$ cat config.mk
export PLATFORM = sky130hd
export DESIGN_NAME = mem_seq_top
export DESIGN_NICKNAME = d
export VERILOG_FILES = /design/src/design/mem_seq_pkg.sv /design/src/design/crt_fetch_ctrl.sv /design/src/design/crt_addr_gen.sv /design/src/design/crt_data_fifo.sv /design/src/design/mem_access_mux.sv /design/src/design/mem_seq_top.sv
export SDC_FILE = /design/constraint.sdc
export NUM_CORES = 1
export LEC_CHECK = 0
export BUFFER_PORTS_ARGS = -buffer_cell sky130_fd_sc_hd__buf_4
export CAP_MARGIN = 40
export CORE_UTILIZATION = 54
export DETAILED_ROUTE_END_ITERATION = 8
export PLACE_DENSITY = 0.72
export SLEW_MARGIN = 0
export SYNTH_ARGS = -nofsm -noshare
export SYNTH_HDL_FRONTEND = slang
export SYNTH_SLANG_ARGS = --single-unit
$ cat constraint.sdc
create_clock -name t_mem_clk -period 3.52 [get_ports t_mem_clk]
set_input_delay 0.528 -clock t_mem_clk [delete_from_list [all_inputs] [get_ports t_mem_clk]]
set_output_delay 0.528 -clock t_mem_clk [all_outputs]
set_load 0.01 [all_outputs]
$ cat src/design/mem_seq_pkg.sv
package mem_seq_pkg;

  // Memory port widths
  localparam int ADDR_W = 16;
  localparam int DATA_W = 16;

  // Words per burst, per display mode
  localparam int BURST_TXT = 8;
  localparam int BURST_GFX = 16;

  // Words per display row
  localparam int ROW_PITCH = 80;

  // CRT data FIFO size
  localparam int FIFO_DEPTH = 32;
  localparam int FIFO_AW    = 5;

  // Burst FSM states
  localparam logic [1:0] FETCH_IDLE  = 2'b00;
  localparam logic [1:0] FETCH_WAIT  = 2'b01;
  localparam logic [1:0] FETCH_WRITE = 2'b10;
  localparam logic [1:0] FETCH_DONE  = 2'b11;

  // One display word seen either as text or as four pixels
  // pix[0] sits in the low nibble and goes out first
  typedef union packed {
    struct packed {
      logic [7:0] attr;
      logic [7:0] char_code;
    } txt;
    struct packed {
      logic [3:0][3:0] pix;
    } gfx;
  } mem_word_u;

endpackage

$ cat src/design/crt_fetch_ctrl.sv
`timescale 1ns/100ps

module crt_fetch_ctrl
  import mem_seq_pkg::*;
(
  input  logic t_mem_clk,
  input  logic h_reset_n,
  input  logic fetch_req,
  input  logic t_data_ready_n,
  input  logic sync_c_crt_line_end,
  input  logic text_mode,
  output logic crt_busy,
  output logic crt_ff_write,
  output logic data_complete
);

  logic [1:0] state;
  logic [1:0] next_state;
  logic [3:0] dardy_cnt;
  logic       cnt_msb;
  logic       burst_end;
  logic       dardy_cnt_inc;

  // Bit 3 ignored in text mode so the burst stops at 8
  assign cnt_msb   = text_mode ? 1'b0 : dardy_cnt[3];
  assign burst_end = ({cnt_msb, dardy_cnt[2:0]} == 4'd0);

  // Only strobes seen while waiting belong to the burst
  assign dardy_cnt_inc = (state == FETCH_WAIT) && !t_data_ready_n;

  always_ff @(posedge t_mem_clk or negedge h_reset_n) begin
    if (!h_reset_n) begin
      state <= FETCH_IDLE;
    end else begin
      state <= next_state;
    end
  end

  always_comb begin
    next_state = state;
    case (state)
      FETCH_IDLE: begin
        if (fetch_req) begin
          next_state = FETCH_WAIT;
        end
      end
      FETCH_WAIT: begin
        if (sync_c_crt_line_end) begin
          next_state = FETCH_DONE;
        end else if (!t_data_ready_n) begin
          next_state = FETCH_WRITE;
        end
      end
      FETCH_WRITE: begin
        // Counter already holds this word, so zero means full burst
        if (burst_end || sync_c_crt_line_end) begin
          next_state = FETCH_DONE;
        end else begin
          next_state = FETCH_WAIT;
        end
      end
      FETCH_DONE: begin
        next_state = FETCH_IDLE;
      end
      default: begin
        next_state = FETCH_IDLE;
      end
    endcase
  end

  // Ready counter, wraps at 16 in graphics mode
  always_ff @(posedge t_mem_clk or negedge h_reset_n) begin
    if (!h_reset_n) begin
      dardy_cnt <= 4'd0;
    end else if (sync_c_crt_line_end) begin
      dardy_cnt <= 4'd0;
    end else if (data_complete && text_mode) begin
      dardy_cnt <= 4'd0;
    end else if (dardy_cnt_inc) begin
      dardy_cnt <= dardy_cnt + 4'd1;
    end
  end

  assign crt_busy      = (state != FETCH_IDLE);
  assign crt_ff_write  = (state == FETCH_WRITE);
  assign data_complete = (state == FETCH_DONE);

endmodule

$ cat src/design/crt_addr_gen.sv
`timescale 1ns/100ps

module crt_addr_gen
  import mem_seq_pkg::*;
(
  input  logic              t_mem_clk,
  input  logic              h_reset_n,
  input  logic              crt_ff_write,
  input  logic              sync_c_crt_line_end,
  input  logic              frame_start,
  output logic [ADDR_W-1:0] crt_addr
);

  logic [ADDR_W-1:0] row_start;
  logic [ADDR_W-1:0] word_offset;

  // Start of the current display row
  always_ff @(posedge t_mem_clk or negedge h_reset_n) begin
    if (!h_reset_n) begin
      row_start <= '0;
    end else if (frame_start) begin
      row_start <= '0;
    end else if (sync_c_crt_line_end) begin
      row_start <= row_start + ADDR_W'(ROW_PITCH);
    end
  end

  // Words fetched so far in this row
  always_ff @(posedge t_mem_clk or negedge h_reset_n) begin
    if (!h_reset_n) begin
      word_offset <= '0;
    end else if (frame_start || sync_c_crt_line_end) begin
      word_offset <= '0;
    end else if (crt_ff_write) begin
      word_offset <= word_offset + 1'b1;
    end
  end

  assign crt_addr = row_start + word_offset;

endmodule

$ cat src/design/crt_data_fifo.sv
`timescale 1ns/100ps

module crt_data_fifo
  import mem_seq_pkg::*;
(
  input  logic              t_mem_clk,
  input  logic              h_reset_n,
  input  logic              text_mode,
  input  logic              crt_ff_write,
  input  logic [DATA_W-1:0] wdata,
  input  logic              crt_rd,
  output logic              fetch_req,
  output logic [7:0]        disp_char,
  output logic [7:0]        disp_attr,
  output logic [3:0]        disp_pix
);

  logic [DATA_W-1:0]  mem [FIFO_DEPTH];
  logic [FIFO_AW-1:0] wr_ptr;
  logic [FIFO_AW-1:0] rd_ptr;
  logic [FIFO_AW:0]   fill;
  logic [FIFO_AW:0]   free_space;
  logic [FIFO_AW:0]   burst_len;
  logic [1:0]         pix_idx;
  logic               rd_ok;
  logic               pop;
  mem_word_u          head;

  assign free_space = (FIFO_AW+1)'(FIFO_DEPTH) - fill;
  assign burst_len  = text_mode ? (FIFO_AW+1)'(BURST_TXT) : (FIFO_AW+1)'(BURST_GFX);
  assign fetch_req  = (free_space >= burst_len);

  assign head  = mem[rd_ptr];
  assign rd_ok = crt_rd && (fill != '0);
  // Graphics word leaves after its fourth pixel
  assign pop   = rd_ok && (text_mode || (pix_idx == 2'd3));

  always_ff @(posedge t_mem_clk) begin
    if (crt_ff_write) begin
      mem[wr_ptr] <= wdata;
    end
  end

  always_ff @(posedge t_mem_clk or negedge h_reset_n) begin
    if (!h_reset_n) begin
      wr_ptr <= '0;
      rd_ptr <= '0;
      fill   <= '0;
    end else begin
      if (crt_ff_write) begin
        wr_ptr <= wr_ptr + 1'b1;
      end
      if (pop) begin
        rd_ptr <= rd_ptr + 1'b1;
      end
      case ({crt_ff_write, pop})
        2'b10:   fill <= fill + 1'b1;
        2'b01:   fill <= fill - 1'b1;
        default: fill <= fill;
      endcase
    end
  end

  // Read side decode of the head word
  always_ff @(posedge t_mem_clk or negedge h_reset_n) begin
    if (!h_reset_n) begin
      pix_idx   <= 2'd0;
      disp_char <= 8'd0;
      disp_attr <= 8'd0;
      disp_pix  <= 4'd0;
    end else if (text_mode) begin
      pix_idx <= 2'd0;
      if (rd_ok) begin
        disp_char <= head.txt.char_code;
        disp_attr <= head.txt.attr;
      end
    end else if (rd_ok) begin
      disp_pix <= head.gfx.pix[pix_idx];
      pix_idx  <= pix_idx + 2'd1;
    end
  end

endmodule

$ cat src/design/mem_access_mux.sv
`timescale 1ns/100ps

module mem_access_mux
  import mem_seq_pkg::*;
(
  input  logic              t_mem_clk,
  input  logic              h_reset_n,
  input  logic              crt_busy,
  input  logic [ADDR_W-1:0] crt_addr,
  input  logic              cpu_rd_req,
  input  logic              cpu_wr_req,
  input  logic [ADDR_W-1:0] cpu_addr,
  input  logic [DATA_W-1:0] cpu_wdata,
  input  logic              t_data_ready_n,
  input  logic [DATA_W-1:0] t_mem_rdata,
  output logic              m_t_svga_req,
  output logic              m_mrd_mwr_n,
  output logic [ADDR_W-1:0] m_t_addr,
  output logic [DATA_W-1:0] m_t_wdata,
  output logic [DATA_W-1:0] mem_rdata_q,
  output logic [DATA_W-1:0] cpu_rdata,
  output logic              cpu_ack
);

  logic cpu_act;
  logic cpu_is_wr;
  logic cpu_start;
  logic mem_strobe;

  assign mem_strobe = !t_data_ready_n;
  // Held request is not restarted in its ack cycle
  assign cpu_start  = !crt_busy && !cpu_act && !cpu_ack && (cpu_rd_req || cpu_wr_req);

  always_ff @(posedge t_mem_clk or negedge h_reset_n) begin
    if (!h_reset_n) begin
      cpu_act   <= 1'b0;
      cpu_is_wr <= 1'b0;
      cpu_ack   <= 1'b0;
    end else begin
      cpu_ack <= cpu_act && mem_strobe;
      if (cpu_start) begin
        cpu_act   <= 1'b1;
        cpu_is_wr <= cpu_wr_req;
      end else if (cpu_act && mem_strobe) begin
        cpu_act <= 1'b0;
      end
    end
  end

  // A started CPU access keeps the port until its strobe
  assign m_t_svga_req = crt_busy || cpu_act;
  assign m_mrd_mwr_n  = !(cpu_act && cpu_is_wr);
  assign m_t_addr     = cpu_act ? cpu_addr : crt_addr;
  assign m_t_wdata    = cpu_wdata;

  always_ff @(posedge t_mem_clk) begin
    if (mem_strobe) begin
      mem_rdata_q <= t_mem_rdata;
    end
    if (mem_strobe && cpu_act && !cpu_is_wr) begin
      cpu_rdata <= t_mem_rdata;
    end
  end

endmodule

$ cat src/design/mem_seq_top.sv
`timescale 1ns/100ps

module mem_seq_top
  import mem_seq_pkg::*;
(
  input  logic              t_mem_clk,
  input  logic              h_reset_n,
  input  logic              text_mode,
  input  logic              sync_c_crt_line_end,
  input  logic              frame_start,
  input  logic              cpu_rd_req,
  input  logic              cpu_wr_req,
  input  logic [ADDR_W-1:0] cpu_addr,
  input  logic [DATA_W-1:0] cpu_wdata,
  output logic [DATA_W-1:0] cpu_rdata,
  output logic              cpu_ack,
  output logic              m_t_svga_req,
  output logic              m_mrd_mwr_n,
  output logic [ADDR_W-1:0] m_t_addr,
  output logic [DATA_W-1:0] m_t_wdata,
  input  logic              t_data_ready_n,
  input  logic [DATA_W-1:0] t_mem_rdata,
  input  logic              crt_rd,
  output logic [7:0]        disp_char,
  output logic [7:0]        disp_attr,
  output logic [3:0]        disp_pix,
  output logic              data_complete
);

  logic              fetch_req;
  logic              crt_busy;
  logic              crt_ff_write;
  logic [ADDR_W-1:0] crt_addr;
  logic [DATA_W-1:0] mem_rdata_q;

  crt_fetch_ctrl u_fetch_ctrl (
    .t_mem_clk           (t_mem_clk),
    .h_reset_n           (h_reset_n),
    .fetch_req           (fetch_req),
    .t_data_ready_n      (t_data_ready_n),
    .sync_c_crt_line_end (sync_c_crt_line_end),
    .text_mode           (text_mode),
    .crt_busy            (crt_busy),
    .crt_ff_write        (crt_ff_write),
    .data_complete       (data_complete)
  );

  crt_addr_gen u_addr_gen (
    .t_mem_clk           (t_mem_clk),
    .h_reset_n           (h_reset_n),
    .crt_ff_write        (crt_ff_write),
    .sync_c_crt_line_end (sync_c_crt_line_end),
    .frame_start         (frame_start),
    .crt_addr            (crt_addr)
  );

  crt_data_fifo u_data_fifo (
    .t_mem_clk    (t_mem_clk),
    .h_reset_n    (h_reset_n),
    .text_mode    (text_mode),
    .crt_ff_write (crt_ff_write),
    .wdata        (mem_rdata_q),
    .crt_rd       (crt_rd),
    .fetch_req    (fetch_req),
    .disp_char    (disp_char),
    .disp_attr    (disp_attr),
    .disp_pix     (disp_pix)
  );

  mem_access_mux u_access_mux (
    .t_mem_clk      (t_mem_clk),
    .h_reset_n      (h_reset_n),
    .crt_busy       (crt_busy),
    .crt_addr       (crt_addr),
    .cpu_rd_req     (cpu_rd_req),
    .cpu_wr_req     (cpu_wr_req),
    .cpu_addr       (cpu_addr),
    .cpu_wdata      (cpu_wdata),
    .t_data_ready_n (t_data_ready_n),
    .t_mem_rdata    (t_mem_rdata),
    .m_t_svga_req   (m_t_svga_req),
    .m_mrd_mwr_n    (m_mrd_mwr_n),
    .m_t_addr       (m_t_addr),
    .m_t_wdata      (m_t_wdata),
    .mem_rdata_q    (mem_rdata_q),
    .cpu_rdata      (cpu_rdata),
    .cpu_ack        (cpu_ack)
  );

endmodule

* Word-level counts from Yosys, hierarchy flattened
Memory sizes are Yosys's and may differ from the RTL's.
Cells that the tools add are included.
** Operators by class
- Add/sub/neg operators :: 10
- Magnitude comparators :: 2
- Eq/ne operators :: 8
- Mux-type cells :: 24
- Bitwise operators :: 1
- Reductions and logical operators :: 34
** Operators by type and width (count)
- 16-bit two-way mux :: 5
- 16-bit by 1-bit adder with 16-bit output (second input constant) :: 1
- 16-bit adder :: 1
- 16-bit by 7-bit adder with 16-bit output (second input constant) :: 1
- 4-bit two-way mux :: 4
- 2-bit two-way mux :: 6
- 6-bit case mux with 2 select lines :: 1
- 2-bit nonzero test :: 6
- 5-bit by 1-bit adder with 5-bit output (second input constant) :: 2
- 1-bit logical AND :: 10
- 4-bit binary-select mux with 2-bit select :: 1
- 2-bit equality test (second input constant) :: 4
- 2-bit case mux with 4 select lines :: 1
- 6-bit by 1-bit adder with 6-bit output (second input constant) :: 1
- 6-bit greater-or-equal comparator :: 1
- 1-bit zero test :: 6
- 2-bit AND reduction :: 3
- 6-bit nonzero test :: 1
- 6-bit by 1-bit subtractor with 6-bit output (second input constant) :: 1
- 6-bit subtractor (first input constant) :: 1
- 1-bit logical OR :: 5
- 1-bit two-way mux :: 5
- 5-bit two-way mux :: 1
- 4-bit by 1-bit adder with 4-bit output (second input constant) :: 1
- 9 further kinds :: 10
** Word-level totals
- Flip-flop bits (word level) :: 111
- Bits in writable memories :: 512
- Memories :: 1
** Memories
- u_data_fifo.mem :: depth 32, bits a word 16, rd ports 1, clocked after memory_dff 0, write ports 1, RTL line crt_data_fifo.sv:18 : logic [DATA_W-1:0] mem [FIFO_DEPTH];

* Longest topological paths before layout
- Word-level depth :: 6
- Gate-level depth with buffers :: 13
- Gate-level depth less buffers :: 13

* By module
From an unflattened synthesis, not the netlist that was laid out.
** Unflattened totals
- Cells, all modules :: 1386
- Area, all modules :: 25080.3 sq um
** By module, submodules not included
- crt_data_fifo :: times used 1, cells an instance 1079, area each 21533.2 sq um
- crt_addr_gen :: times used 1, cells an instance 191, area each 1771.7 sq um
- mem_access_mux :: times used 1, cells an instance 80, area each 1412.6 sq um
- crt_fetch_ctrl :: times used 1, cells an instance 36, area each 362.8 sq um

* Worst setup path before layout
No wires, ideal clock.
- Path type :: register to register
- From :: reg u_data_fifo.fill[3]
- To :: reg u_data_fifo.fill[5]
- Setup time :: 0.125 ns
- Arrival time :: 2.960 ns
- Data required time :: 3.395 ns
- Slack :: 0.434 ns
- Cell stages (with the launch flop) :: 14
- Clock period less this slack :: 3.086 ns
- Cells stage by stage :: dfrtp_1 -> or4_1 -> nor3_1 -> nand2b_1 -> nor2_1 -> ha_1 -> ha_1 -> a21o_1 -> a21oi_1 -> o21bai_1 -> a21oi_1 -> xor2_1 -> nor2_1 -> xor2_1
** On the way
- Cells in the longest elaborated chain, start to end :: 5
** RTL lines
- from (decl) :: RTL line crt_data_fifo.sv:21 : logic [FIFO_AW:0] fill;
- from (signal assigned) :: RTL line crt_data_fifo.sv:57 : 2'b10: fill <= fill + 1'b1;
- from (signal assigned) :: RTL line crt_data_fifo.sv:58 : 2'b01: fill <= fill - 1'b1;
- from (signal assigned) :: RTL line crt_data_fifo.sv:59 : default: fill <= fill;
- 6-bit nonzero test * :: RTL line crt_data_fifo.sv:34 : assign rd_ok = crt_rd && (fill != '0);
- 1-bit logical AND * :: RTL line crt_data_fifo.sv:34
- 1-bit logical AND * :: RTL line crt_data_fifo.sv:36 : assign pop = rd_ok && (text_mode || (pix_idx == 2'd3));
- via u_data_fifo.pop :: RTL line crt_data_fifo.sv:26 : logic pop;
- 2-bit by 1-bit equality test with 1-bit output / 2-bit equality test (equally long branches) :: RTL line crt_data_fifo.sv:56 : case ({crt_ff_write, pop})
- 6-bit case mux with 2 select lines / 2-bit nonzero test (equally long branches)
The timed path passes the listed nets; every way through them passes the cells marked *.
A chain may end at the register's enable or synchronous reset.

* Worst setup path after layout
- From :: reg u_addr_gen.row_start[5]
- To :: out m_t_addr[15]
** On the way
- Cells in the longest elaborated chain, start to end :: 2
** RTL lines
- from (decl) :: RTL line crt_addr_gen.sv:14 : logic [ADDR_W-1:0] row_start;
- from (signal assigned) :: RTL line crt_addr_gen.sv:24 : row_start <= row_start + ADDR_W'(ROW_PITCH);
- 16-bit adder :: RTL line crt_addr_gen.sv:39 : assign crt_addr = row_start + word_offset;
- 16-bit two-way mux :: RTL line mem_access_mux.sv:53 : assign m_t_addr = cpu_act ? cpu_addr : crt_addr;
- to (decl) :: RTL line mem_seq_top.sv:19 : output logic [ADDR_W-1:0] m_t_addr,
No other way between the ends.

==> results_dict.tcl <==
set metrics [dict create \
    worstHoldEndpoint "u_access_mux.mem_rdata_q[10]" \
    synth_edf_count 544 \
    h-tree-depth 2 \
    cts_sinks 619 \
    crit_required_ns 2.99 \
    sw_frac_of_total_pct 29.45 \
    p_sw_w 0.006232 \
    setup_violations 0 \
    fin_nets 1604 \
    hold_violations 0 \
    critPathKind "reg2out" \
    ys_top_cells_by_area "edfxtp_1 65%, dfrtp_1 7.5%, mux4_2 7.2%, mux2i_1 2.6%, mux4_1 2.2%" \
    fmax_mhz 295.2 \
    clockBufferDepth 3 \
    synth_nets 1453 \
    drive_gt1_share_pct 23.45 \
    clkTransAtPathRegs_ns 0.06 \
    tns_ns 0 \
    cap_viol_max_count 0 \
    use_met2_pct 36.52 \
    ir_drop_v 0.0004017 \
    ioPinCount 129 \
    min_path_type "in2reg" \
    fp.dieH_um 217.4 \
    worst-path-max-fanout 4 \
    grt_pass1_vias 13090 \
    globalplace.congestion 0.8860 \
    drc 0 \
    yosys.area.top_type "edfxtp_1" \
    final.min_clock_period_ns 3.388 \
    core-area_um2 45580 \
    synth_top_area_share_pct 65.22 \
    fillers 3078 \
    hp-start "t_mem_rdata[10]" \
    antenna_found_initial 0 \
    numCtsBuffers 59 \
    outcome "complete, no violations" \
    min_path_cells 1 \
    syn_area_um2 25050 \
    synth-async-reset-ratio_pct 12.12 \
    intPower_w 0.01493 \
    synth_warnings 0 \
    grt_usage_pct 24.13 \
    viasPerCell 6.122 \
    maxSlewViolCount 0 \
    clkLatencyLatePin_ns 0.61 \
    relSlewSlack_pct 42.95 \
    powerDensity_nw_per_um2 738.2 \
    endpoint_kind "primary output" \
    grt_util_met3_pct 3.885 \
    seq_area_frac_synth_pct 72.71 \
    post_cts_buffers 0 \
    n_antenna_cell 0 \
    dp_hpwl_um 34250 \
    r2r_start "u_data_fifo.fill[3]" \
    hold_ws_ns 0.09585 \
    num_rows 78 \
    num_vias 13260 \
    power_frac_clock_pct 31.1 \
    wire_per_inst_um 25.64 \
    p_leak_nw 10.14 \
    synth_seq_cells 619 \
    portBuffers 96 \
    dpl_worst_slack_ns 0.1936 \
    grt_start_max_net_pins 50 \
    drt_wl_total_um 55500 \
    synth_cell_types 59 \
    die_w_um 217.4 \
    start_util_pct 54.96 \
    drtIter0Drc 1252 \
    cp_data_arrival_time_ns 2.86 \
    tightest_slew_ns 0.8537 \
    reg2reg_to "u_data_fifo.fill[5]" \
    grt_busiest_layer "met2" \
    r2r_cells 13 \
    seqPwrFrac_pct 42.4 \
    first_pass_iters 6 \
    syn_avg_cell_area_um2 18.32 \
    finalCritPeriodShare_pct 96.24 \
    overflow 0 \
    rsz0062_at_grt "false" \
    combPwrFrac_pct 26.5 \
    clock_skew_ns 0.01181 \
    cts-root-buf "clkbuf_16" \
    setup.worst_path.start_class "flip-flop" \
    grt_util_met1_pct 35.55 \
    synth_ff_type "edfxtp_1" \
    syn_inst 1367 \
    antenna_left 0 \
    syn_to_final_growth_pct 14.47 \
    synth.top_cells.by_count "544 x edfxtp_1, 80 x mux4_2, 75 x dfrtp_1" \
    cts_tree "built" \
    grt_pass1_wl_um 82960 \
    dieArea_um2 47250 \
    fin_ws_ns 0.1324 \
    synth.most_common_cell "edfxtp_1" \
    r2r_slack_ns 0.23 \
]
power by group through the flow:
stage	Combinational (W)	Sequential, W	Clock (W)
6_report	0.00561	0.00898	0.00658
2_1_floorplan	0.00408	0.00893	0
3_3_place_gp	0.00540	0.00914	0
3_5_place_dp	0.00560	0.00911	0
5_1_grt	0.00597	0.00903	0.00693
4_1_cts	0.00562	0.00897	0.00666
placed cells by master (no fill, tap or decap), drive strengths merged, types with 21 or more instances in the layout:
| cell type | synthesis | final |
|---|---|---|
| buf | 57 | 172 |
| dfrtp | 75 | 75 |
| xnor2 | 26 | 26 |
| ha | 28 | 28 |
| mux4 | 101 | 101 |
| nor2 | 70 | 70 |
| xor2 | 21 | 21 |
| edfxtp | 544 | 544 |
| nand2 | 71 | 71 |
| mux2i | 65 | 65 |
| a21oi | 25 | 25 |
| o21ai | 50 | 50 |
| clkbuf | 26 | 72 |
critical path: stages (launching register included):
cell	delay, ns
dfrtp_1	0.41
ha_1	0.33
a21oi_2	0.08
o21ba_2	0.21
o21ba_2	0.23
nor3_1	0.34
o41ai_2	0.15
o311a_1	0.34
buf_4	0.15
layer usage:
layer / part of all wire [%] / vias to the layer above / routed length [µm]
met5: 0 / - / 0
met4: 3.4 / 0 / 1861
met3: 7.9 / 90 / 4369
met2: 47 / 586 / 25830
met1: 42 / 6837 / 23450
li1: - / 5742 / -
how the worst max path moves through the flow:
stage | slack (ns) | to | from | cells after the start
global placement | 0.24 | u_data_fifo.fill[5] | u_data_fifo.fill[3] | 13
CTS | 0.06 | m_t_addr[12] | u_addr_gen.word_offset[5] | 8
global route | 0.02 | m_t_addr[15] | u_addr_gen.row_start[5] | 8
floorplan | 0.43 | u_data_fifo.fill[5] | u_data_fifo.fill[3] | 13
finish | 0.13 | m_t_addr[15] | u_addr_gen.row_start[5] | 8
detailed placement | 0.19 | u_data_fifo.fill[5] | u_data_fifo.fill[3] | 13
sequential cells by signal (all words and copies together) (netlist names):
name / count
u_access_mux.cpu_ack: 1
u_access_mux.cpu_act: 1
u_access_mux.cpu_is_wr: 1
u_access_mux.cpu_rdata: 16
u_access_mux.mem_rdata_q: 16
u_addr_gen.row_start: 12
u_addr_gen.word_offset: 16
u_data_fifo.disp_attr: 8
u_data_fifo.disp_char: 8
u_data_fifo.disp_pix: 4
u_data_fifo.fill: 6
u_data_fifo.mem: 512
u_data_fifo.pix_idx: 2
u_data_fifo.rd_ptr: 5
u_data_fifo.wr_ptr: 5
u_fetch_ctrl.dardy_cnt: 4
u_fetch_ctrl.state: 2
kinds of logic (layout without fill, tap and decap cells):
logic type                 count (synthesis)  after routing  synth area share (%)
DFF                                      619            619                 72.71
and+or+nand+nor                          206            206                 3.751
AOI/OAI and AO/OA                        193            193                 5.205
muxes                                    174            174                 12.35
buffers and inverters                     99            297                 2.857
xor gates and xnor gates                  47             47                 1.643
adders and majority gates                 29             29                 1.479
timing repair:
item,4_1_cts,5_1_grt
pin swaps,0,0
endpoints found under the hold margin,37,0
resized for setup,1,3
setup endpoints to repair,1,4
hold buffers,1,0
metrics by stage:
stage | util [%] | total power, W | cell area, µm² | cells
after floorplan | - | 0.01301 | 25050 | 1367
after global placement | 57.98 | 0.01454 | 26430 | 2048
after detailed placement | 58.45 | 0.01471 | 26640 | 2056
after CTS | 62.89 | 0.02125 | 28660 | 2165
after global routing | 62.91 | 0.02193 | 28670 | 2165
final | 62.91 | 0.02116 | 28670 | 2165
area by class of cell:
class,count,area (µm²),share of cell area (%)
clock buffers,72,1535,5.355
clock inverters,36,471.7,1.645
inverters,16,60.06,0.2095
multi-input cells,649,6143,21.43
flip-flops and latches,619,18220,63.54
well taps,600,750.7,2.618
repair buffers,173,1491,5.202
(Power assumes the default switching activity.)
